$ cat src/common/lsq_pkg.sv
package lsq_pkg;

  // Word address into the local data memory
  localparam int ADDR_W = 8;

  // Load and store data width
  localparam int DATA_W = 32;

  // Destination tag carried by a load back to the result port
  localparam int TAG_W = 6;

  // Load reading of the operation word
  // Pad fills the word out to the store width
  typedef struct packed {
    logic [ADDR_W-1:0]       addr;
    logic [TAG_W-1:0]        tag;
    logic [DATA_W-TAG_W-1:0] pad;
  } ld_view_t;

  // Store reading of the same word
  typedef struct packed {
    logic [ADDR_W-1:0] addr;
    logic [DATA_W-1:0] data;
  } st_view_t;

  // One operation word, read as a load or as a store
  typedef union packed {
    ld_view_t ld;
    st_view_t st;
  } op_word_u;

  // Request as it arrives on the four-phase port
  typedef struct packed {
    logic     is_store;
    op_word_u op;
  } mem_req_t;

  // Store waiting in the queue
  typedef struct packed {
    logic [ADDR_W-1:0] addr;
    logic [DATA_W-1:0] data;
  } stq_entry_t;

  // Load handed to the execution unit
  typedef struct packed {
    logic [ADDR_W-1:0] addr;
    logic [TAG_W-1:0]  tag;
  } load_issue_t;

  // Completed load on the result port
  typedef struct packed {
    logic [TAG_W-1:0]  tag;
    logic [DATA_W-1:0] data;
  } load_result_t;

endpackage

$ cat src/store_queue/store_queue.sv
`timescale 1ns/1ps

module store_queue #(
  parameter int STQ_DEPTH = 4
) (
  input  logic                        clk,
  input  logic                        rst,
  input  logic                        push,
  input  lsq_pkg::stq_entry_t         push_entry,
  input  logic                        drain_ack,
  input  logic [lsq_pkg::ADDR_W-1:0]  fwd_addr,
  output logic                        full,
  output logic                        drain_valid,
  output lsq_pkg::stq_entry_t         drain_entry,
  output logic                        fwd_hit,
  output logic [lsq_pkg::DATA_W-1:0]  fwd_data
);
  import lsq_pkg::*;

  localparam int PTR_W = (STQ_DEPTH > 1) ? $clog2(STQ_DEPTH) : 1;
  localparam int CNT_W = $clog2(STQ_DEPTH + 1);

  stq_entry_t       entries [STQ_DEPTH];
  logic [PTR_W-1:0] wr_ptr;
  logic [PTR_W-1:0] rd_ptr;
  logic [CNT_W-1:0] count;
  logic             do_push;
  logic             do_pop;

  assign full        = (count == CNT_W'(STQ_DEPTH));
  assign drain_valid = (count != '0);
  assign drain_entry = entries[rd_ptr];

  assign do_push = push && !full;
  assign do_pop  = drain_ack && drain_valid;

  // Entry storage
  always_ff @(posedge clk) begin
    if (do_push) begin
      entries[wr_ptr] <= push_entry;
    end
  end

  // Pointers wrap at STQ_DEPTH, which need not be a power of two
  always_ff @(posedge clk) begin
    if (rst) begin
      wr_ptr <= '0;
      rd_ptr <= '0;
    end else begin
      if (do_push) begin
        wr_ptr <= (wr_ptr == PTR_W'(STQ_DEPTH - 1)) ? '0 : wr_ptr + 1'b1;
      end
      if (do_pop) begin
        rd_ptr <= (rd_ptr == PTR_W'(STQ_DEPTH - 1)) ? '0 : rd_ptr + 1'b1;
      end
    end
  end

  // Occupancy, push and pop may coincide
  always_ff @(posedge clk) begin
    if (rst) begin
      count <= '0;
    end else begin
      case ({do_push, do_pop})
        2'b10:   count <= count + 1'b1;
        2'b01:   count <= count - 1'b1;
        default: count <= count;
      endcase
    end
  end

  // Forwarding search
  // Walk from head (oldest) toward tail, later hits overwrite earlier ones
  // so the youngest matching store wins
  always_comb begin
    int unsigned slot;
    slot     = 0;
    fwd_hit  = 1'b0;
    fwd_data = '0;
    for (int i = 0; i < STQ_DEPTH; i++) begin
      slot = int'(rd_ptr) + i;
      if (slot >= STQ_DEPTH) begin
        slot = slot - STQ_DEPTH;
      end
      if (i < int'(count) && entries[slot].addr == fwd_addr) begin
        fwd_hit  = 1'b1;
        fwd_data = entries[slot].data;
      end
    end
  end

endmodule

$ cat config.mk
export PLATFORM = sky130hd
export DESIGN_NAME = store_queue
export DESIGN_NICKNAME = d
export VERILOG_FILES = /design/src/common/lsq_pkg.sv /design/src/store_queue/store_queue.sv
export SDC_FILE = /design/constraint.sdc
export NUM_CORES = 1
export LEC_CHECK = 0
export ABC_AREA = 0
export BUFFER_PORTS_ARGS = -buffer_cell sky130_fd_sc_hd__buf_2
export CAP_MARGIN = 20
export CORE_MARGIN = 5
export CORE_UTILIZATION = 45
export CTS_CLUSTER_DIAMETER = 50
export DETAILED_ROUTE_END_ITERATION = 8
export RECOVER_POWER = 25
export SYNTH_ARGS = -nofsm -noshare
export SYNTH_HDL_FRONTEND = slang
export SYNTH_SLANG_ARGS = --single-unit
$ cat constraint.sdc
create_clock -name clk -period 4.2 [get_ports clk]
set_input_delay 0.21 -clock clk [delete_from_list [all_inputs] [get_ports clk]]
set_output_delay 0.21 -clock clk [all_outputs]
set_load 0.02 [all_outputs]
**Yosys cells after proc, flatten, opt, wreduce, memory -nomap -nowiden**

Memory sizes are Yosys's and may differ from the RTL's. A register that Yosys moved wholly into a read port is not among the register bits.
Cells that the tools add are included.

- Input bits: 52
- Word-level logic and storage cells: 60
- Output and inout bits: 75
- Memories: 1
- RAM bits: 160
- Flip-flop bits (word level): 7

- Magnitude comparators: 8
- Muxes and demuxes: 19
- Reductions and logical operators: 9
- $add $sub $neg: 11
- Equality and inequality tests: 9

Memory list:

| name | words | bits a word | rd ports | clocked after memory_dff | wr ports | RTL line | RTL |
|---|---|---|---|---|---|---|---|
| entries | 4 | 40 | 5 | 1 | 1 | store_queue.sv:23 | `stq_entry_t entries [STQ_DEPTH];` |

Operators with widths:

| cell | number |
|---|---|
| 32-bit 2-to-1 mux | 4 |
| 8-bit == test | 4 |
| 2-bit 2-to-1 mux | 8 |
| 3-bit >= comparator, second input constant | 3 |
| 2-bit by 1-bit subtractor with 2-bit output, second input constant | 4 |
| 2-bit by 2-bit adder with 3-bit output, second input constant | 2 |
| 2-bit == test, second input constant | 3 |
| 1-bit logical AND | 6 |
| 1-bit by 3-bit less-than comparator with 1-bit output, first input constant | 2 |
| 2-bit by 3-bit less-than comparator with 1-bit output, first input constant | 2 |
| 1-bit 2-to-1 mux | 6 |
| 3-bit case mux with 2 select lines | 1 |
| 2-bit by 1-bit adder with 2-bit output, second input constant | 2 |
| 2-bit by 1-bit adder with 3-bit output, second input constant | 1 |
| 3-bit by 1-bit adder with 3-bit output, second input constant | 1 |
| 3-bit == test, second input constant | 1 |
| 2-bit by 3-bit >= comparator with 1-bit output, second input constant | 1 |
| 3-bit nonzero test | 1 |
| 3-bit by 1-bit subtractor with 3-bit output, second input constant | 1 |
| 2-bit by 1-bit == test with 1-bit output, second input constant | 1 |
| 2-bit nonzero test | 1 |
| 1-bit zero test | 1 |

**Depth between registers and ports, before layout**

Gate-level depths: netlist of the first run.
An unclocked memory read counts as a cell.

- Depth in word-level cells: 9
- Mapped depth: 12

**Least setup slack after synthesis of the first run**

Ideal clock, no wire load.

- Path type: reg2out
- Start: register rd_ptr[0]
- End: output fwd_data[13] (netlist bit)
- Arrival: 2.876 ns
- Slack: 1.114 ns
- Stages on the path, launching flop included: 13
- Path through: dfxtp_1 -> ha_1 -> buf_2 -> buf_2 -> mux4_2 -> xor2_1 -> nor4_1 -> and3_1 -> nand4_1 -> clkbuf_1 -> clkbuf_1 -> nor2_1 -> a31oi_1

- Cells in the longest elaborated chain, start to end: 9
- Elaborated cells between the ends (all ways): 28

RTL lines:

| element | RTL line | RTL |
|---|---|---|
| start: declaration | store_queue.sv:25 | `logic [PTR_W-1:0] rd_ptr;` |
| start signal: assignment | store_queue.sv:54 | `rd_ptr <= (rd_ptr == PTR_W'(STQ_DEPTH - 1)) ? '0 : rd_ptr + 1'b1;` |
| 2-bit by 1-bit adder with 3-bit output, or another cell as far along | store_queue.sv:81 | `slot = int'(rd_ptr) + i;` |
| 3-bit >= comparator, or another cell as far along | store_queue.sv:82 | `if (slot >= STQ_DEPTH) begin` |
| 2-bit 2-to-1 mux / memory read 4 x 40 bit (equally long branches) | - |  |
| memory read 4 x 40 bit (*) | - |  |
| 8-bit == test / 1-bit logical AND (equally long branches) | store_queue.sv:85 | `if (i < int'(count) && entries[slot].addr == fwd_addr) begin` |
| 1-bit logical AND / 32-bit 2-to-1 mux (equally long branches) | store_queue.sv:85 |  |
| 32-bit 2-to-1 mux (2 in a row) | store_queue.sv:85 |  |
| 32-bit 2-to-1 mux (*) | store_queue.sv:85 |  |
| end: declaration | store_queue.sv:16 | `output logic [lsq_pkg::DATA_W-1:0] fwd_data` |

Every way passes the cells marked *; elsewhere a longest branch is shown, timed or not.

**Worst setup path in the final report of the first run**

- Start: register rd_ptr[0]
- End: output fwd_data[5] (netlist bit)

Same word-level chain as after synthesis.

==> key figures, run 1 <==
Die
  • Core area: 23500 sq um
  • Starting Density: 45.7%
  • Die area: 27000 sq um
  • Die width: 164 um
  • Row cnt: 56
  • IO Count: 127
  • Die Span Y: 164 um

CTS
  • H-tree depth: 4
  • Worst-Skew Late Latency: 0.43 ns
  • Clock-pin slew on the worst setup and hold paths: 0.07 ns
  • Bufs on Longest Clock Path: 2
  • Clock sink count: 169
  • CTS tree: built
  • Total CTS buffers: 17
  • Root buf cell: clkbuf_16

STA
  • Unrepaired setup endpoints after global routing: false
  • Final setup TNS: 0 ns
  • Worst slew pin tran: 0.964 ns
  • Max frequency: 252 MHz
  • Slew margin rel.: 35.7%
  • Slew Viols, Final: 0
  • Final Hold Fails: 0
  • Post-layout minimum cycle time: 3.97 ns
  • Final Cycle Share: 94.6%
  • Clock skew: 0.00672 ns
  • Final setup vio count: 0

Global routing
  • Vias in the first global route: 7416
  • Initial antenna violation count: 1
  • Grt total ovfl: 0
  • First-pass GRT wire length: 41800 um
  • Total GRT Usage: 20.5%
  • Largest net degree at the start of global routing: 66

Placed design
  • HPWL after DPL: 17000 um
  • Placer Congestion: 0.802
  • Port-buffer cells: 126

Synth
  • Gate Count Post-Synth: 693
  • Average size of a mapped cell: 15.5 sq um
  • Asr flop ratio synth: 0%
  • Area share of the largest cell type after synthesis: 44.8%
  • Compound-gate portion of the synthesized area: 4.75%
  • Post-synth EDFFs: 160
  • Mux cell area share after synthesis: 33.6%
  • Largest family of logic cells by synthesized area: multiplexers
  • Syn_nets: 755
  • Synth Flop Type: edfxtp_1
  • Post-synth design cell area: 10700 sq um
  • Seq/Total Area, Yosys: 46.4%
  • Top cells by count, synth: 160 x edfxtp_1, 156 x mux4_2, 71 x nand2_1, 36 x nor2_1, 33 x a31oi_1
  • Most frequent cell after synthesis: edfxtp_1
  • Yosys warnings: 0
  • Synth area leader: edfxtp_1
  • Synth unique cells: 34
  • Top post-synthesis cells by area: edfxtp_1 45%, mux4_2 33%, nand2_1 2.5%
  • Simple-Gate Fraction of Synth Area: 7.84%
  • Synth Area in XOR/XNOR: 3.10%
  • Adder-Cell Fraction of Synth Area: 1.17%
  • Number of synthesized register bits: 169

Drt
  • DRT Pass-1 Iters: 5
  • DRT Wirelength: 26800 um
  • Initial drt markers: 541
  • DRC: 0
  • DR vias: 7144
  • Routed vias/inst: 6.19
  • Routed Antenna Nets: 0
  • Wire per inst: 23.2 um

Finish
  • FILL cells: 1945
  • Post-Route Utilization: 53.6%
  • P&R area growth vs syn: 17.3%
  • NumNets Final: 884
  • Layout cells sized above 1: 38.4%

Critical path
  • Setup crit end kind: primary output
  • Crit Path Category: flop to primary output
  • Worst EP arrival: 3.76 ns
  • Worst path slowest cell: dfxtp_4
  • Worst path required time: 3.99 ns
  • Crit-path cells: ha_4 -> mux4_2 -> xnor2_1 -> o2111ai_1 -> a211oi_4 -> buf_12 -> nand2_1 -> a21o_1 -> a31oi_1 -> buf_2
  • Crit-path max cell delay: 0.63 ns
  • Crit-path max FO: 65
  • Crit start category: flop

Power and ir drop
  • Switching share of total power: 32.5%
  • Cell Int Power: 0.00426 W
  • Combinational share of power: 39.1%
  • Total Power: 0.00631 W
  • Power Dens Cells: 501 nW/um^2
  • Power share of the clock group: 26.7%
  • P_leak: 4.00 nW
  • Sequential share of power: 34.2%
  • Worst vdd ir: 0.273 mV
  • NetSw: 0.00205 W

Outcome
  • Status: complete, no violations

Run
  • Max-Cap Viols: 0

Min path
  • Hold crit path type: input pin to flop
==> through the flow <==
step / worst slack, ns / hold slack, ns / std cells / area [sq um]
after floorplan: 1.11 / 0.279 / 693 / 10700
after global placement: 0.630 / 0.416 / 1090 / 11700
after detailed placement: 0.494 / 0.426 / 1090 / 11700
after CTS: 0.0289 / 0.0000337 / 1153 / 12600
after global routing: 0.0113 / 0.0436 / 1155 / 12600
final: 0.227 / 0.0456 / 1155 / 12600
==> layout by cell type (no fill, tap or decap), drive strengths merged <==
master       instances
o2111ai              1
dfxtp                9
and2                 1
or4                  1
bufinv               4
o21ai                1
or2                  1
xnor2               23
mux2i                9
or3                  2
a31oi               33
or3b                 1
nand3b              32
nor4                 4
edfxtp             160
clkinv               2
clkbuf              43
a21oi                7
a211oi               2
a21o                32
ha                  10
inv                 13
nand3                3
mux4               156
diode                1
nand4                2
nand2               71
buf                117
clkinvlp             3
nand2b               1
dlygate4sd3         31
nor2                36
and3                 5
xor2                15
nor3                 4
==> power groups by stage <==
stage	registers, W	clock network (W)	logic [W]
final	0.00216	0.00168	0.00247
after CTS	0.00216	0.00171	0.00248
after global routing	0.00219	0.00178	0.00265
after detailed placement	0.00220	0	0.00245
after global placement	0.00218	0	0.00241
after floorplan	0.00209	0	0.00201
==> registers in the layout, indices dropped and copies added, names as in the netlist, named ones only <==
signal and cells:
rd_ptr 2, count 3, entries 160, wr_ptr 2
==> cell families after synthesis <==
kind of cell / Yosys count
buffers and inverters: 71
AO/OA/AOI/OAI: 76
multiplexers: 165
XOR/XNOR: 38
AND/OR/NAND/NOR: 164
flip-flops: 169
adder cells (fa/ha/maj): 10
==> area by class of cell <==
type	count	area, sq um	share of cell area (%)
sequential	169	4990	39.7
inverter	7	26.3	0.209
tap	319	399	3.17
antenna	1	2.50	0.0199
timing repair buffer	174	1080	8.62
clock buffer	17	425	3.38
clock inverter	15	213	1.69
multi-input combinational	453	5440	43.2
==> layer usage <==
metal  share of wire, %  vias to the layer above  GRT usage, %  routed length [um]
li1                   -                     3119             -                   -
met4                1.3                        0          4.73                 347
met1                 41                     3745          27.2               10900
met2                 52                      252          35.8               13800
met3                6.3                       28          3.22                1700
met5                  0                        -             0                   0
==> worst paths after layout <==
path | start | end | slack, ns | cells after the start
min | rst | count[2] | 0.05 | 2
min reg2reg | wr_ptr[1] | wr_ptr[1] | 0.52 | 2
max reg2reg | count[0] | entries[3][27] | 1.70 | 5
max | rd_ptr[0] | fwd_data[5] | 0.23 | 10
==> worst max-delay path: cells and delay by family, from the launching register on <==
family / cells / cell delay, ns
mux: 1 / 0.55
simple gates: 1 / 0.10
fa+ha+maj: 1 / 0.37
flops: 1 / 0.63
xor+xnor: 1 / 0.19
compound gates: 4 / 0.93
buf+inv: 2 / 0.52
==> what timing repair did <==
item,in CTS,in global routing
setup endpoints to repair,0,17
endpoints found under the hold margin,124,0
resized for setup,0,1
buffers inserted,0,1
hold buffers,31,0
Note: power is estimated with default switching activity, not from simulation.
==> run 2, diff against run 1 <==
--- a/config.mk
+++ b/config.mk
@@ -7,11 +7,11 @@
 export LEC_CHECK = 0
 export ABC_AREA = 0
 export BUFFER_PORTS_ARGS = -buffer_cell sky130_fd_sc_hd__buf_2
-export CAP_MARGIN = 20
 export CORE_MARGIN = 5
 export CORE_UTILIZATION = 45
 export CTS_CLUSTER_DIAMETER = 50
 export DETAILED_ROUTE_END_ITERATION = 8
+export PLACE_DENSITY = 0.67
 export RECOVER_POWER = 25
 export SYNTH_ARGS = -nofsm -noshare
 export SYNTH_HDL_FRONTEND = slang
==> constraint.sdc (replaced) <==
create_clock -name clk -period 3.54 [get_ports clk]
set_input_delay 0.177 -clock clk [delete_from_list [all_inputs] [get_ports clk]]
set_output_delay 0.177 -clock clk [all_outputs]
set_load 0.02 [all_outputs]
==> run 2 against run 1 <==
The run now ends with negative setup slack left. Clock skew up 0.0096 ns. Design area up 6.8%. Worst hold slack lost 0.032 ns. Combinational power up 30%. Register-to-register slack worse by 0.41 ns. Global-route usage grew 1.8 points. Total power up 23%.
==> key figures, run 2 (synthesized netlist as in run 1, its figures left out) <==
Outcome
  • Status: complete, but fails checks
  • Failing checks: negative setup slack

STA
  • Slew margin rel.: 53.3% (+18 points)
  • Clock skew: 0.0163 ns (+0.00960 ns)
  • Post-layout minimum cycle time: 3.55 ns
  • Final setup vio count: 1 (+1)
  • Slew Viols, Final: 0 (unchanged)
  • Final setup TNS: -0.00582 ns (-0.00582 ns)
  • Max frequency: 282 MHz
  • Final Hold Fails: 0 (unchanged)
  • Worst slew pin tran: 0.700 ns (-0.264 ns)
  • Final Cycle Share: 100%
  • Unrepaired setup endpoints after global routing: true
  • Worst Slack Setup Final: -0.00582 ns (-0.232 ns)

CTS
  • CTS tree: built
  • Bufs on Longest Clock Path: 2 (unchanged)
  • Clock sink count: 169 (unchanged)
  • Total CTS buffers: 17 (unchanged)
  • Root buf cell: clkbuf_16
  • H-tree depth: 4 (unchanged)
  • Clock-pin slew on the worst setup and hold paths: 0.07 ns (about the same)
  • Worst-Skew Late Latency: 0.43 ns (about the same)

Power and ir drop
  • P_leak: 4.37 nW (+9.1%)
  • Worst vdd ir: 0.392 mV (+43%)
  • Total Power: 0.00775 W (+23%)
  • Power Dens Cells: 577 nW/um^2 (+15%)

Finish
  • Largest Register: entries
  • Antenna cell count: 0 (-1)
  • P&R area growth vs syn: 25.2%
  • Commonest non-fill, non-tap cell in the layout: edfxtp_1
  • NumNets Final: 929 (+5.1%)
  • Most frequent cells in the layout: 160 x edfxtp_1, 156 x mux4_2, 68 x buf_2, 59 x buf_4, 49 x nand2_1
  • Max reg flops: 160 (unchanged)
  • FILL cells: 1758 (-9.6%)
  • Footprint of the multi-input gates: 5650 sq um (+3.9%)
  • Layout cells sized above 1: 45.2% (+6.8 points)
  • Register Area: 4990 sq um (unchanged)
  • Largest regs: entries x160, count x3

Placed design
  • Port-buffer cells: 126 (unchanged)
  • HPWL after DPL: 18500 um (+9.2%)
  • Placer Congestion: 0.859 (+7.2%)

Global routing
  • First-pass GRT wire length: 45700 um (+9.2%)
  • Vias in the first global route: 8077 (+8.9%)
  • Largest net degree at the start of global routing: 42 (-36%)
  • Grt total ovfl: 0 (unchanged)
  • Initial antenna violation count: 0 (-1)
  • Total GRT Usage: 22.2% (+1.8 points)

Drt
  • DRC: 0 (unchanged)
  • DRT Pass-1 Iters: 5 (unchanged)
  • Wire per inst: 25.5 um (+9.9%)
  • Routed Antenna Nets: 0 (unchanged)
  • DRT Wirelength: 30500 um (+14%)
  • Routed vias/inst: 6.43 (+3.9%)
  • Initial drt markers: 735 (+36%)
  • DR vias: 7707 (+7.9%)

Critical path
  • Worst EP arrival: 3.37 ns (-0.39 ns)
  • Crit Path Category: flop to primary output
  • Worst path required time: 3.36 ns (-0.63 ns)
  • Crit-path max FO: 7 (-89%)
  • Setup crit end kind: primary output
  • Crit start category: flop

Die
  • Row cnt: 56 (unchanged)
  • Starting Density: 45.7% (unchanged)
  • Core area: 23500 sq um (unchanged)
  • IO Count: 127 (unchanged)
  • Die width: 164 um (unchanged)
  • Die Span Y: 164 um (unchanged)
  • Die area: 27000 sq um (unchanged)

Min path
  • Hold crit path type: input pin to flop

Run
  • Max-Cap Viols: 0 (unchanged)
==> run 2: layout make-up <==
cell class	count	share of cell area, %
clock buffers	17	3.16
clock inverters	15	1.57
inverters	7	0.195
multi-input cells	453	42.1
flip-flops and latches	169	37.2
well taps	319	2.97
repair buffers	219	12.9
==> run 2: worst paths after layout <==
path / from / to / slack (ns) / depth (start not counted)
max: rd_ptr[0] / fwd_data[13] / -0.006 / 13
min reg2reg: wr_ptr[1] / wr_ptr[1] / 0.54 / 2
min: rst / wr_ptr[1] / 0.01 / 2
max reg2reg: count[0] / count[2] / 1.29 / 8
==> run 2: report_power, final <==
part	total, W	internal, W	switching (W)
sequential	0.00252	0.00236	0.000160
combinational	0.00322	0.00162	0.00160
clock	0.00201	0.00120	0.000812
==> run 2: critical path, cell delays in order (launching register included) <==
cell	delay, ns
dfxtp_4	0.37
ha_4	0.31
buf_6	0.14
buf_4	0.15
mux2i_1	0.21
xnor2_1	0.09
or3_4	0.38
a211oi_4	0.29
buf_12	0.21
buf_12	0.15
nand2_2	0.05
a21o_1	0.17
a31oi_2	0.23
buf_4	0.18
==> run 2: routing by layer <==
layer  vias to the layer above  GRT usage (%)  routed length, um
met3                        61           4.42               2540
met4                         0           6.88                672
met1                      4027           28.4              11500
li1                       3197              -                  -
met2                       422           38.5              15800
met5                         -              0                  0
==> run 2: what timing repair did <==
item | in CTS | in global routing
setup buffers | 12 | 3
endpoints found under the hold margin | 160 | 0
cloned | 3 | 7
hold buffers | 40 | 0
endpoints found under the setup margin | 32 | 33
pin swaps | 8 | 50
resized for setup | 37 | 73
==> run 2: through the flow <==
stage / cell area, sq um / worst slack (ns) / utilization [%] / std cells / hold WS, ns
5_1_grt: 13400 / -0.129 / 57.3 / 1199 / 0.0330
6_report: 13400 / -0.00582 / 57.3 / 1199 / 0.0131
4_1_cts: 13100 / -0.00366 / 55.7 / 1190 / 0.0125
3_5_place_dp: 11800 / 0.279 / 50.1 / 1103 / 0.393
2_1_floorplan: 10700 / 0.487 / - / 693 / 0.246
3_3_place_gp: 11800 / 0.368 / 50.1 / 1103 / 0.385
