--- config.mk ---
export PLATFORM = sky130hd
export DESIGN_NAME = mem_req_intake
export DESIGN_NICKNAME = d
export VERILOG_FILES = /design/src/common/lsq_pkg.sv /design/src/logic/mem_req_intake.sv
export SDC_FILE = /design/constraint.sdc
export NUM_CORES = 1
export LEC_CHECK = 0
export BUFFER_PORTS_ARGS = -buffer_cell sky130_fd_sc_hd__buf_2
export CORE_MARGIN = 2
export CORE_UTILIZATION = 39
export DETAILED_ROUTE_END_ITERATION = 7
export PLACE_DENSITY = 0.71
export SYNTH_ARGS = -nofsm -noshare
export SYNTH_HDL_FRONTEND = slang
export SYNTH_SLANG_ARGS = --single-unit
--- constraint.sdc ---
create_clock -name clk -period 2 [get_ports clk]
set_clock_uncertainty 0.2 [all_clocks]
set_input_delay 0.1 -clock clk [delete_from_list [all_inputs] [get_ports clk]]
set_output_delay 0.1 -clock clk [all_outputs]
set_load 0.005 [all_outputs]
--- src/common/lsq_pkg.sv ---
package lsq_pkg;

  // Word address into the local data memory
  localparam int ADDR_W = 8;

  // Load and store data width
  localparam int DATA_W = 32;

  // Destination tag carried by a load back to the result port
  localparam int TAG_W = 6;

  // Load reading of the operation word
  // Pad fills the word out to the store width
  typedef struct packed {
    logic [ADDR_W-1:0]       addr;
    logic [TAG_W-1:0]        tag;
    logic [DATA_W-TAG_W-1:0] pad;
  } ld_view_t;

  // Store reading of the same word
  typedef struct packed {
    logic [ADDR_W-1:0] addr;
    logic [DATA_W-1:0] data;
  } st_view_t;

  // One operation word, read as a load or as a store
  typedef union packed {
    ld_view_t ld;
    st_view_t st;
  } op_word_u;

  // Request as it arrives on the four-phase port
  typedef struct packed {
    logic     is_store;
    op_word_u op;
  } mem_req_t;

  // Store waiting in the queue
  typedef struct packed {
    logic [ADDR_W-1:0] addr;
    logic [DATA_W-1:0] data;
  } stq_entry_t;

  // Load handed to the execution unit
  typedef struct packed {
    logic [ADDR_W-1:0] addr;
    logic [TAG_W-1:0]  tag;
  } load_issue_t;

  // Completed load on the result port
  typedef struct packed {
    logic [TAG_W-1:0]  tag;
    logic [DATA_W-1:0] data;
  } load_result_t;

endpackage

--- src/logic/mem_req_intake.sv ---
`timescale 1ns/1ps

module mem_req_intake (
  input  logic                 clk,
  input  logic                 rst,
  input  logic                 req,
  input  lsq_pkg::mem_req_t    req_pkt,
  input  logic                 stq_full,
  output logic                 ack,
  output logic                 stq_push,
  output lsq_pkg::stq_entry_t  stq_push_entry,
  output logic                 ld_issue,
  output lsq_pkg::load_issue_t ld_issue_pkt
);
  import lsq_pkg::*;

  typedef enum logic [1:0] {
    IDLE,
    ACKED,
    WAIT_FULL
  } state_t;

  state_t state;

  // Handshake control
  always_ff @(posedge clk) begin
    if (rst) begin
      state    <= IDLE;
      ack      <= 1'b0;
      stq_push <= 1'b0;
      ld_issue <= 1'b0;
    end else begin
      // Push and issue are single-cycle pulses
      stq_push <= 1'b0;
      ld_issue <= 1'b0;
      case (state)
        IDLE: begin
          if (req) begin
            if (!req_pkt.is_store) begin
              ld_issue <= 1'b1;
              ack      <= 1'b1;
              state    <= ACKED;
            end else if (!stq_full) begin
              stq_push <= 1'b1;
              ack      <= 1'b1;
              state    <= ACKED;
            end else begin
              state <= WAIT_FULL;
            end
          end
        end
        WAIT_FULL: begin
          // Store already latched, hold ack until a slot frees up
          if (!stq_full) begin
            stq_push <= 1'b1;
            ack      <= 1'b1;
            state    <= ACKED;
          end
        end
        ACKED: begin
          if (!req) begin
            ack   <= 1'b0;
            state <= IDLE;
          end
        end
        default: begin
          state <= IDLE;
        end
      endcase
    end
  end

  // Payload capture, decoded through the view picked by is_store
  always_ff @(posedge clk) begin
    if (state == IDLE && req) begin
      if (req_pkt.is_store) begin
        stq_push_entry.addr <= req_pkt.op.st.addr;
        stq_push_entry.data <= req_pkt.op.st.data;
      end else begin
        ld_issue_pkt.addr <= req_pkt.op.ld.addr;
        ld_issue_pkt.tag  <= req_pkt.op.ld.tag;
      end
    end
  end

endmodule

-- After elaboration in Yosys (flattened, before gate mapping)
Cells that the tools add are included.
- equal/unequal tests: 5
- multiplexer cells: 16
- bitwise gates (word level): 3
- reduce and logical (&&, ||, !) cells: 8
- operators with widths (kind ; count):
    $mux 2 ; 5
    $mux 1 ; 8
    $ne 2x2->1 const B ; 3
    $pmux 2 s3 ; 1
    $reduce_and 3->1 ; 2
    $reduce_and 2->1 ; 2
    $not 1->1 ; 3
    $pmux 1 s3 ; 1
    $reduce_bool 3->1 ; 1
    $reduce_or 3->1 ; 1
    $eq 2x1->1 const B ; 1
    $eq 2x2->1 const B ; 1
    $logic_not 2->1 ; 1
    $pmux 1 s2 ; 1
    $logic_and 1x1->1 ; 1
- register bits: 59
- input bits: 45
- logic and storage cells: 40

-- Longest topological paths before layout
Gate-level depths: netlist (run 1).
- word-level depth: 4
- mapped depth: 5
- gate-level depth less buffers: 5

-- Worst setup path after synthesis (run 1)
Ideal clock, no wire load.
- path type: reg-to-reg
- start point: register state[0]
- end point: register ld_issue_pkt[0] in the netlist's numbering (enable)
- data arrival time: 1.350 ns
- required time: 1.415 ns
- setup slack: 0.066 ns
- cell stages (with the launch flop): 5
- path buffers: 0
- clock period less this slack: 1.934 ns
- path through: dfxtp_1 -> inv_1 -> ha_1 -> nand2_1 -> nor2_1
- cells in the longest elaborated chain, start to end: 3
- ends and longest elaborated chain (what ; line ; text):
    start, declared ; mem_req_intake.sv:23 ; state_t state;
    start signal, assigned ; mem_req_intake.sv:28 ; state <= IDLE;
    start signal, assigned ; mem_req_intake.sv:42 ; state <= ACKED;
    start signal, assigned ; mem_req_intake.sv:46 ; state <= ACKED;
    $logic_not 2->1 ; mem_req_intake.sv:75 ; if (state == IDLE && req) begin
    $logic_and 1x1->1 ; mem_req_intake.sv:75 ;
    $reduce_and 2->1 (no line) ; -- ;
    end, declared ; mem_req_intake.sv:13 ; output lsq_pkg::load_issue_t ld_issue_pkt
No other way between the ends.
A chain may end at the register's enable or synchronous reset.

-- Worst setup path after layout (run 1)
- start point: register state[1]
- end point: register ld_issue
- cells in the longest elaborated chain, start to end: 3
- ends and longest elaborated chain (what ; line ; text):
    $logic_not 2->1 ; mem_req_intake.sv:36 ; case (state)
    $not 1->1 (no line) ; -- ;
    $reduce_or 3->1 (no line) ; -- ;
    end signal, assigned ; mem_req_intake.sv:31 ; ld_issue <= 1'b0;
    end signal, assigned ; mem_req_intake.sv:35 ; ld_issue <= 1'b0;
    end signal, assigned ; mem_req_intake.sv:40 ; ld_issue <= 1'b1;
    end, declared ; mem_req_intake.sv:12 ; output logic ld_issue,
No other way between the ends.

==> results.py, run 1 <==
metrics = {
    "outcome": {
        "run_status": "complete, no violations",
    },
    "worst_setup_path": {
        "crit_required_ns": 2.06,
        "slowest_stage": "dlygate4sd3_1",
        "cp_cell_sequence": "inv_1 -> ha_1 -> nand2_1 -> nor3_1 -> dlygate4sd3_1",
        "crit_arrival_ns": 1.87,
        "cp-end-kind": "flip-flop",
        "startpoint_type": "flip-flop",
        "cp_slowest_stage_delay_ns": 0.58,
        "critPathMaxFanout": 5,
        "ff2ff_path_depth": 5,
        "critPathKind": "flip-flop to flip-flop",
    },
    "global_routing": {
        "antenna_found_initial": 0,
        "grt_pass1_wl_um": 6310,
        "grt_usage_pct": 16.2,
        "gr-usage-met3_pct": 5.69,
        "use_met2_pct": 29.5,
        "grt-busiest-layer": "met2",
        "grt_remaining_overflow": 0,
        "use_met1_pct": 16.1,
        "grt_pass1_vias": 1418,
        "grt_max_degree": 27,
    },
    "clock_tree": {
        "cts.htree.levels": 3,
        "cts_tree": "yes",
        "clk_pin_slew_ns": 0.06,
        "clockBufferDepth": 2,
        "cts_sinks": 59,
        "worstSkewPairLatency_ns": 0.31,
        "cts_root_buf": "clkbuf_8",
        "numCtsBuffers": 9,
        "postCtsSetupRepairBufs": 0,
    },
    "synthesis": {
        "syn_inst": 87,
        "avgSynthCellArea_um2": 22.0,
        "yosysWarnings": 0,
        "ys_seq_area_share_pct": 89.8,
        "synth_area_um2": 1920,
        "syn-num-nets": 136,
        "ys_types": 16,
        "synth_seq_cells": 59,
    },
    "pwr": {
        "ir_drop_mv": 0.855,
        "p_leak_nw": 1.33,
        "power_density_nw_per_um2": 911,
    },
    "floorplan": {
        "die_w_um": 74.1,
        "start_util_pct": 40.6,
        "die_area_um2": 5490,
        "die_h_um": 74.1,
        "placeableCoreArea_um2": 4720,
        "num_rows": 25,
        "io_pins": 102,
    },
    "route": {
        "post_drt_via_cell_ratio": 4.34,
        "final_antenna_net_count": 0,
        "drt-initial-drc-count": 14,
        "dr.pass1.iters": 4,
        "wirelength_um": 4550,
        "route.detailed.drc": 0,
        "num_vias": 1384,
        "wl_per_cell_um": 14.3,
    },
    "timing": {
        "relSlewSlack_pct": 80.0,
        "drv_slew": 0,
        "period_share_pct": 90.9,
        "tightestPinTransition_ns": 0.297,
        "rsz0062_at_grt": "false",
        "maxClockFrequency_mhz": 550,
        "period_needed_ns": 1.82,
        "hold_viol": 0,
        "setup_viol": 0,
        "fin_tns_setup_ns": 0,
    },
    "flow_run": {
        "drv_cap": 0,
    },
    "min_path": {
        "worstHoldPathCells": 2,
        "hold_class": "input port to flip-flop",
    },
    "finish": {
        "layout-drive-gt1-share_pct": 48.0,
        "diodes": 0,
        "fin_area_um2": 3180,
        "nNetsFinal": 296,
        "synthToLayoutAreaGrowth_pct": 65.7,
    },
    "placement": {
        "gp_congestion": 0.751,
        "placed_cell_area_um2": 2540,
        "portBuffers": 101,
        "hpwlAfterDp_um": 2630,
    },
}
[synth_stat cells]
cell type  number  area share, %
nor3_1          2           0.52
nand2_1         4           0.78
o32ai_1         1           0.46
a311oi_1        1           0.46
dfxtp_1         5            5.2
inv_1           5           0.98
nand2_2         1           0.33
nor2_1          3           0.59
a21oi_1         2           0.52
o41ai_1         1           0.46
a221oi_1        1           0.46
edfxtp_1       54             85
and3_2          1           0.39
ha_1            4            2.6
a211o_1         1           0.46
mux2i_4         1            1.2
[per-layer routing]
layer,part of all wire [%],vias to the layer above,routed length [µm]
li1,-,657,-
met1,37,650,1670
met3,10,5,453
met2,52,72,2370
met4,1.1,0,51
met5,0,-,0
[cells by family (layout without fill, tap and decap cells)]
family / after synthesis / in the layout / share of synthesized area [%]
flops: 59 / 59 / 89.8
fa+ha+maj: 4 / 4 / 2.61
buf+inv: 5 / 170 / 0.979
compound gates: 7 / 7 / 2.81
mux: 1 / 1 / 1.17
simple gates: 11 / 11 / 2.61
[critical path, delay by kind of cell, from the launching register on]
kind | cells | cell delay (ns)
buffers and inverters | 2 | 0.69
and+or+nand+nor | 2 | 0.28
adders and majority gates | 1 | 0.27
DFF | 1 | 0.33
[power breakdown]
part,internal (W),switching [W]
Combinational,0.000212,0.000199
Sequential,0.00148,0.0000328
Clock,0.000564,0.000411
[cell type report]
cell class | instances | area (µm²)
clock buffers | 10 | 128
clock inverters | 6 | 56.3
fillers | 317 | 1550
inverters | 5 | 18.8
multi-input cells | 23 | 176
flip-flops and latches | 59 | 1720
well taps | 67 | 83.8
repair buffers | 149 | 991
[path summary, 6_finish.rpt]
path                               from                           to  slack [ns]
setup / recovery  state[1]$_SDFFE_PP0P_          ld_issue$_SDFF_PP0_        0.18
hold / removal               req_pkt[0]  stq_push_entry[0]$_DFFE_PP_        0.29
setup reg to reg  state[1]$_SDFFE_PP0P_          ld_issue$_SDFF_PP0_        0.18
hold reg to reg        ack$_SDFFE_PP0P_             ack$_SDFFE_PP0P_        0.36
[sequential cells by signal, indices dropped and copies added, names as in the netlist]
name / cells
stq_push_entry: 40
ld_issue_pkt: 14
ld_issue: 1
stq_push: 1
ack: 1
state: 2
[cells in the final DEF (no fill, tap or decap), types with 2 or more instances in the layout]
cell,Yosys,routed
buf_4,0,2
clkinv_2,0,3
clkbuf_8,0,9
buf_2,0,101
nor2_1,3,3
dfxtp_1,5,5
nand2_1,4,4
edfxtp_1,54,54
nor3_1,2,2
inv_1,5,5
ha_1,4,4
dlygate4sd3_1,0,45
a21oi_1,2,2
[through the flow]
step	hold WS [ns]	power [W]	instances	utilization, %	setup WS [ns]
detailed placement	0.0788	0.00187	258	53.8	0.307
floorplan	-0.0279	0.00169	87	-	0.0657
CTS	0.275	0.00292	319	67.2	0.247
finish	0.294	0.00289	319	67.2	0.182
global route	0.279	0.00303	319	67.2	0.0803
global placement	0.0776	0.00186	258	53.8	0.337
[repair_timing]
action | CTS | global route
hold endpoints to repair | 59 | 0
gates resized for setup | 0 | 0
endpoints found under the setup margin | 0 | 0
hold buffers | 45 | 0
Note: power is estimated with default switching activity, not from simulation.
==> run 2, diff against run 1 <==
--- a/config.mk
+++ b/config.mk
@@ -7,9 +7,9 @@
 export LEC_CHECK = 0
 export BUFFER_PORTS_ARGS = -buffer_cell sky130_fd_sc_hd__buf_2
 export CORE_MARGIN = 2
-export CORE_UTILIZATION = 39
+export CORE_UTILIZATION = 44
 export DETAILED_ROUTE_END_ITERATION = 7
-export PLACE_DENSITY = 0.71
+export PLACE_DENSITY = 0.8
 export SYNTH_ARGS = -nofsm -noshare
 export SYNTH_HDL_FRONTEND = slang
 export SYNTH_SLANG_ARGS = --single-unit
==> constraint.sdc (replaced) <==
create_clock -name clk -period 1.9 [get_ports clk]
set_clock_uncertainty 0.2 [all_clocks]
set_input_delay 0.095 -clock clk [delete_from_list [all_inputs] [get_ports clk]]
set_output_delay 0.095 -clock clk [all_outputs]
set_load 0.005 [all_outputs]
==> run 2 against run 1 <==
Sequential power grew 5%. Power is 6.8% higher. Combinational power is 8.3% higher. Largest cell class unchanged. Highest routed layer unchanged.
==> results.py, run 2 (same netlist as run 1, synthesis figures left out) <==
metrics = {
    "outcome": {
        "run_status": "complete, no violations",
    },
    "finish": {
        "layout_commonest_cell": "buf_2",
        "largest_reg_flops": 40,
        "n_fill_cell": 258,
        "regMostFlops": "stq_push_entry",
        "synthToLayoutAreaGrowth_pct": 64.9,
        "nNetsFinal": 296,
        "fin_area_um2": 3160,
        "fin_cells": 304,
        "layout-drive-gt1-share_pct": 48.4,
        "final_cell_mix": "buf_2, edfxtp_1, dlygate4sd3_1",
        "diodes": 0,
        "utilization_pct": 74.1,
        "reg_top3": "stq_push_entry (40), ld_issue_pkt (14), state (2)",
    },
    "timing": {
        "fin_tns_setup_ns": 0,
        "tightestPinTransition_ns": 0.266,
        "setup_viol": 0,
        "rsz0062_at_grt": "false",
        "drv_slew": 0,
        "relSlewSlack_pct": 82.0,
        "period_needed_ns": 1.73,
        "hold_viol": 0,
        "fin_ws_ns": 0.173,
        "maxClockFrequency_mhz": 579,
        "period_share_pct": 90.9,
    },
    "worst_setup_path": {
        "cp-end-kind": "flip-flop",
        "ff2ff_path_depth": 5,
        "cp_cell_sequence": "inv_1 -> ha_2 -> nand2_1 -> nor3_1 -> dlygate4sd3_1",
        "startpoint_type": "flip-flop",
        "reg2reg_to": "ld_issue$_SDFF_PP0_",
        "crit_arrival_ns": 1.79,
        "r2r_slack_ns": 0.17,
        "crit_required_ns": 1.96,
        "critPathMaxFanout": 5,
        "critPathKind": "flip-flop to flip-flop",
        "rr_startpoint": "state[0]$_SDFFE_PP0P_",
        "cp_slowest_stage_delay_ns": 0.55,
        "slowest_stage": "dlygate4sd3_1",
    },
    "min_path": {
        "worstHoldPathCells": 2,
        "hold_class": "input port to flip-flop",
        "hold_end": "stq_push_entry[1]$_DFFE_PP_",
        "hp-start": "req_pkt[1]",
    },
    "floorplan": {
        "die_h_um": 70.0,
        "die_area_um2": 4900,
        "num_rows": 24,
        "io_pins": 102,
        "die_w_um": 70.0,
        "placeableCoreArea_um2": 4260,
        "start_util_pct": 45.0,
    },
    "route": {
        "final_antenna_net_count": 0,
        "num_vias": 1448,
        "route.detailed.drc": 0,
        "dr.pass1.iters": 4,
        "drt-initial-drc-count": 177,
        "wirelength_um": 4970,
        "post_drt_via_cell_ratio": 4.76,
        "wl_per_cell_um": 16.4,
    },
    "global_routing": {
        "grt_usage_pct": 21.0,
        "grt_pass1_vias": 1486,
        "antenna_found_initial": 0,
        "grt_pass1_wl_um": 7580,
        "grt_max_degree": 29,
        "grt_remaining_overflow": 0,
    },
    "clock_tree": {
        "worstSkewPairLatency_ns": 0.32,
        "cts_tree": "yes",
        "numCtsBuffers": 9,
        "clockBufferDepth": 2,
        "cts.htree.levels": 3,
        "cts_sinks": 59,
        "cts_root_buf": "clkbuf_8",
        "clk_pin_slew_ns": 0.06,
    },
    "placement": {
        "placed_cell_area_um2": 2520,
        "hpwlAfterDp_um": 3050,
        "gp_congestion": 0.825,
        "pre_cts_ws_ns": 0.200,
        "dp.cells": 243,
        "portBuffers": 101,
    },
    "pwr": {
        "power_density_nw_per_um2": 977,
        "p_leak_nw": 1.33,
        "ir_drop_mv": 0.578,
    },
    "flow_run": {
        "drv_cap": 0,
    },
}
==> run 2: cell type report <==
type	count	area, µm²	area share (%)
sequential	59	1720	54.5
timing repair buffer	149	991	31.3
multi-input combinational	23	181	5.74
clock buffer	10	128	4.04
tap	52	65.1	2.06
clock inverter	6	56.3	1.78
inverter	5	18.8	0.594
==> run 2: worst max-delay path, delay by kind of cell, from the launching register on <==
kind | cells | cell delay, ns
flops | 1 | 0.33
buf+inv | 2 | 0.66
simple gates | 2 | 0.22
fa+ha+maj | 1 | 0.26
==> run 2: report_power, final <==
group	internal (W)	leakage (nW)	switching [W]
Clock	0.000594	0.0951	0.000457
Combinational	0.000227	0.693	0.000218
Sequential	0.00155	0.542	0.0000390
Total	0.00238	1.33	0.000714
==> run 2: through the flow <==
stage | total power [W] | hold WS [ns]
floorplan | 0.00178 | -0.0329
global placement | 0.00196 | 0.0723
detailed placement | 0.00198 | 0.0731
CTS | 0.00309 | 0.266
global route | 0.00321 | 0.285
finish | 0.00309 | 0.290
==> run 2: worst max-delay path by stage <==
stage	from	end	slack, ns	cells after the start
after floorplan	state[0]$_SDFFE_PP0P_	stq_push_entry[0]$_DFFE_PP_	0.02	3
after global placement	state[0]$_SDFFE_PP0P_	stq_push_entry[12]$_DFFE_PP_	0.27	4
after detailed placement	state[0]$_SDFFE_PP0P_	stq_push_entry[25]$_DFFE_PP_	0.20	4
after CTS	state[0]$_SDFFE_PP0P_	ld_issue$_SDFF_PP0_	0.12	5
after global routing	state[1]$_SDFFE_PP0P_	ld_issue$_SDFF_PP0_	0.02	5
final	state[0]$_SDFFE_PP0P_	ld_issue$_SDFF_PP0_	0.17	5
==> run 2: repair_timing <==
item,CTS,global route
hold buffers,45,0
setup endpoints to repair,0,1
endpoints found under the hold margin,59,0
gates resized for setup,0,1
buffers inserted,0,0
==> run 2: layer usage <==
| metal | vias up | track usage [%] | routed length, µm |
|---|---|---|---|
| li1 | 657 | - | - |
| met1 | 680 | 26.4 | 1980 |
| met2 | 103 | 33.4 | 2400 |
| met3 | 8 | 7.22 | 490 |
| met4 | 0 | 9.19 | 96 |
| met5 | - | 0 | 0 |
==> run 3, diff against run 2 <==
--- a/config.mk
+++ b/config.mk
@@ -6,8 +6,10 @@
 export NUM_CORES = 1
 export LEC_CHECK = 0
 export BUFFER_PORTS_ARGS = -buffer_cell sky130_fd_sc_hd__buf_2
+export CORE_ASPECT_RATIO = 1.1
 export CORE_MARGIN = 2
 export CORE_UTILIZATION = 44
+export CTS_BUF_LIST = sky130_fd_sc_hd__clkbuf_4 sky130_fd_sc_hd__clkbuf_8 sky130_fd_sc_hd__clkbuf_16
 export DETAILED_ROUTE_END_ITERATION = 7
 export PLACE_DENSITY = 0.8
 export SYNTH_ARGS = -nofsm -noshare
==> run 3 against run 2 <==
Core utilization is 0.73 points higher. Highest routed layer unchanged. Register-to-register slack hardly changed. Wire length is 7.9% lower. Global-route usage is 1.8 points lower. Critical endpoint unchanged. Sequential cell count stayed put. Sequential power hardly changed. Critical path type unchanged. Cell count is 0.66% higher. Via count is 2.3% lower. Clock-buffer cell count is 1 lower. Fmax is 0.12% lower. Combinational power hardly changed. Power is 0.53% higher.
==> results.py, run 3 (same netlist as run 1, synthesis figures left out) <==
metrics = {
    "outcome": {
        "run_status": "complete, no violations",
    },
    "route": {
        "dr.pass1.iters": 4,
        "final_antenna_net_count": 0,
        "drt-met1-wl_um": 1660,
        "wl_per_cell_um": 15.0,
        "drt-initial-drc-count": 107,
        "route.detailed.drc": 0,
        "top_layer": "met4",
        "post_drt_via_cell_ratio": 4.62,
        "wl_met2_um": 2390,
        "wirelength_um": 4580,
        "num_vias": 1415,
        "wl_met3_um": 437,
    },
    "worst_setup_path": {
        "startpoint_type": "flip-flop",
        "slowest_stage": "dlygate4sd3_1",
        "crit_arrival_ns": 1.79,
        "worst-path-stages": 5,
        "cp_top_family": "buffers and inverters",
        "cp_slowest_stage_delay_ns": 0.57,
        "critPathKind": "flip-flop to flip-flop",
        "crit_path_end": "ld_issue$_SDFF_PP0_",
        "reg2reg_to": "ld_issue$_SDFF_PP0_",
        "cp-end-kind": "flip-flop",
        "path_buf_inv": 2,
        "cp_cell_sequence": "inv_1 -> ha_2 -> nand2_1 -> nor3_1 -> dlygate4sd3_1",
        "r2r_slack_ns": 0.17,
        "crit_required_ns": 1.96,
        "ff2ff_path_depth": 5,
        "crit_start": "state[1]$_SDFFE_PP0P_",
        "rr_startpoint": "state[1]$_SDFFE_PP0P_",
        "critPathMaxFanout": 5,
    },
    "clock_tree": {
        "numCtsBuffers": 9,
        "cts_tree": "yes",
        "worstSkewPairLatency_ns": 0.31,
        "cts.htree.levels": 3,
        "clockBufferDepth": 2,
        "clk_pin_slew_ns": 0.07,
        "cts_sinks": 59,
        "cts_root_buf": "clkbuf_8",
    },
    "timing": {
        "tightestPinTransition_ns": 0.258,
        "period_needed_ns": 1.73,
        "rsz0062_at_grt": "false",
        "maxClockFrequency_mhz": 578,
        "setup_viol": 0,
        "drv_slew": 0,
        "hold_viol": 0,
        "fin_tns_setup_ns": 0,
        "period_share_pct": 91.0,
        "fin_ws_ns": 0.171,
        "relSlewSlack_pct": 82.7,
    },
    "placement": {
        "dp.cells": 245,
        "hpwlAfterDp_um": 2620,
        "gp_congestion": 0.764,
        "pre_cts_ws_ns": 0.250,
        "portBuffers": 101,
    },
    "floorplan": {
        "die_w_um": 66.9,
        "start_util_pct": 45.1,
        "io_pins": 102,
        "placeableCoreArea_um2": 4250,
        "num_rows": 25,
        "die_h_um": 73.2,
        "die_area_um2": 4900,
    },
    "min_path": {
        "hold_class": "input port to flip-flop",
        "hp-start": "req_pkt[3]",
    },
    "finish": {
        "reg_top3": "stq_push_entry (40), ld_issue_pkt (14), state (2)",
        "utilization_pct": 74.9,
        "synthToLayoutAreaGrowth_pct": 66.2,
        "nNetsFinal": 296,
        "layout_commonest_cell": "buf_2",
        "fin_cells": 306,
        "diodes": 0,
        "largest_reg_flops": 40,
        "n_fill_cell": 258,
        "regMostFlops": "stq_push_entry",
        "final_cell_mix": "buf_2, edfxtp_1, dlygate4sd3_1",
        "layout-drive-gt1-share_pct": 49.6,
    },
    "global_routing": {
        "grt_pass1_vias": 1361,
        "antenna_found_initial": 0,
        "grt_usage_pct": 19.2,
        "grt_pass1_wl_um": 6410,
        "grt_max_degree": 22,
        "grt_remaining_overflow": 0,
    },
    "pwr": {
        "ir_drop_mv": 0.678,
        "p_leak_nw": 1.33,
        "power_density_nw_per_um2": 975,
    },
    "flow_run": {
        "drv_cap": 0,
    },
}
## run 3: cell types whose count changed in the layout (fill, tap and decap cells not counted)
cell | previous run | this run
buf_12 | 1 | 2
buf_4 | 2 | 1
clkinv_2 | 2 | 3
clkbuf_1 | 1 | 0
clkinvlp_4 | 0 | 2
clkinv_1 | 2 | 0
## run 3: worst register-to-register path, stage by stage (launching register included)
cell and delay, ns:
dfxtp_1 0.32, inv_1 0.12, ha_2 0.25, nand2_1 0.09, nor3_1 0.13, dlygate4sd3_1 0.57
## run 3: area by class of cell
cell class	count	area (µm²)	share of cell area, %
flip-flops and latches	59	1720	54.0
repair buffers	149	1000	31.5
multi-input cells	23	181	5.70
clock buffers	9	124	3.89
clock inverters	7	68.8	2.16
well taps	54	67.6	2.12
inverters	5	18.8	0.589
## run 3: report_power, final
part	total, W	internal [W]	switching, W
clock	0.00107	0.000599	0.000472
combinational	0.000445	0.000233	0.000213
sequential	0.00159	0.00155	0.0000365
## run 3: stage by stage
| step | power, W | hold slack [ns] | cell area [µm²] |
|---|---|---|---|
| finish | 0.00311 | 0.273 | 3190 |
| global route | 0.00323 | 0.270 | 3190 |
| CTS | 0.00312 | 0.267 | 3180 |
| detailed placement | 0.00198 | 0.0734 | 2540 |
| global placement | 0.00197 | 0.0715 | 2540 |
| floorplan | 0.00178 | -0.0329 | 1920 |
## run 3: worst min-delay path by stage
stage | end | slack, ns | depth (start not counted)
finish | stq_push_entry[3]$_DFFE_PP_ | 0.27 | 2
global route | stq_push_entry[3]$_DFFE_PP_ | 0.27 | 2
CTS | stq_push_entry[5]$_DFFE_PP_ | 0.27 | 2
detailed placement | stq_push_entry[18]$_DFFE_PP_ | 0.07 | 1
global placement | stq_push_entry[25]$_DFFE_PP_ | 0.07 | 1
floorplan | ack$_SDFFE_PP0P_ | -0.03 | 1
## run 3: what timing repair did
action                                 4_1_cts  5_1_grt
setup buffers                                0        0
gates resized for setup                      0        1
endpoints found under the hold margin       59        0
setup endpoints to repair                    0        1
hold buffers                                45        0
## run 3: per-layer routing
| metal | vias up | track usage [%] |
|---|---|---|
| met4 | 0 | 10.7 |
| met5 | - | 0 |
| met2 | 80 | 35.4 |
| met3 | 11 | 5.71 |
| met1 | 664 | 18.8 |
| li1 | 660 | - |
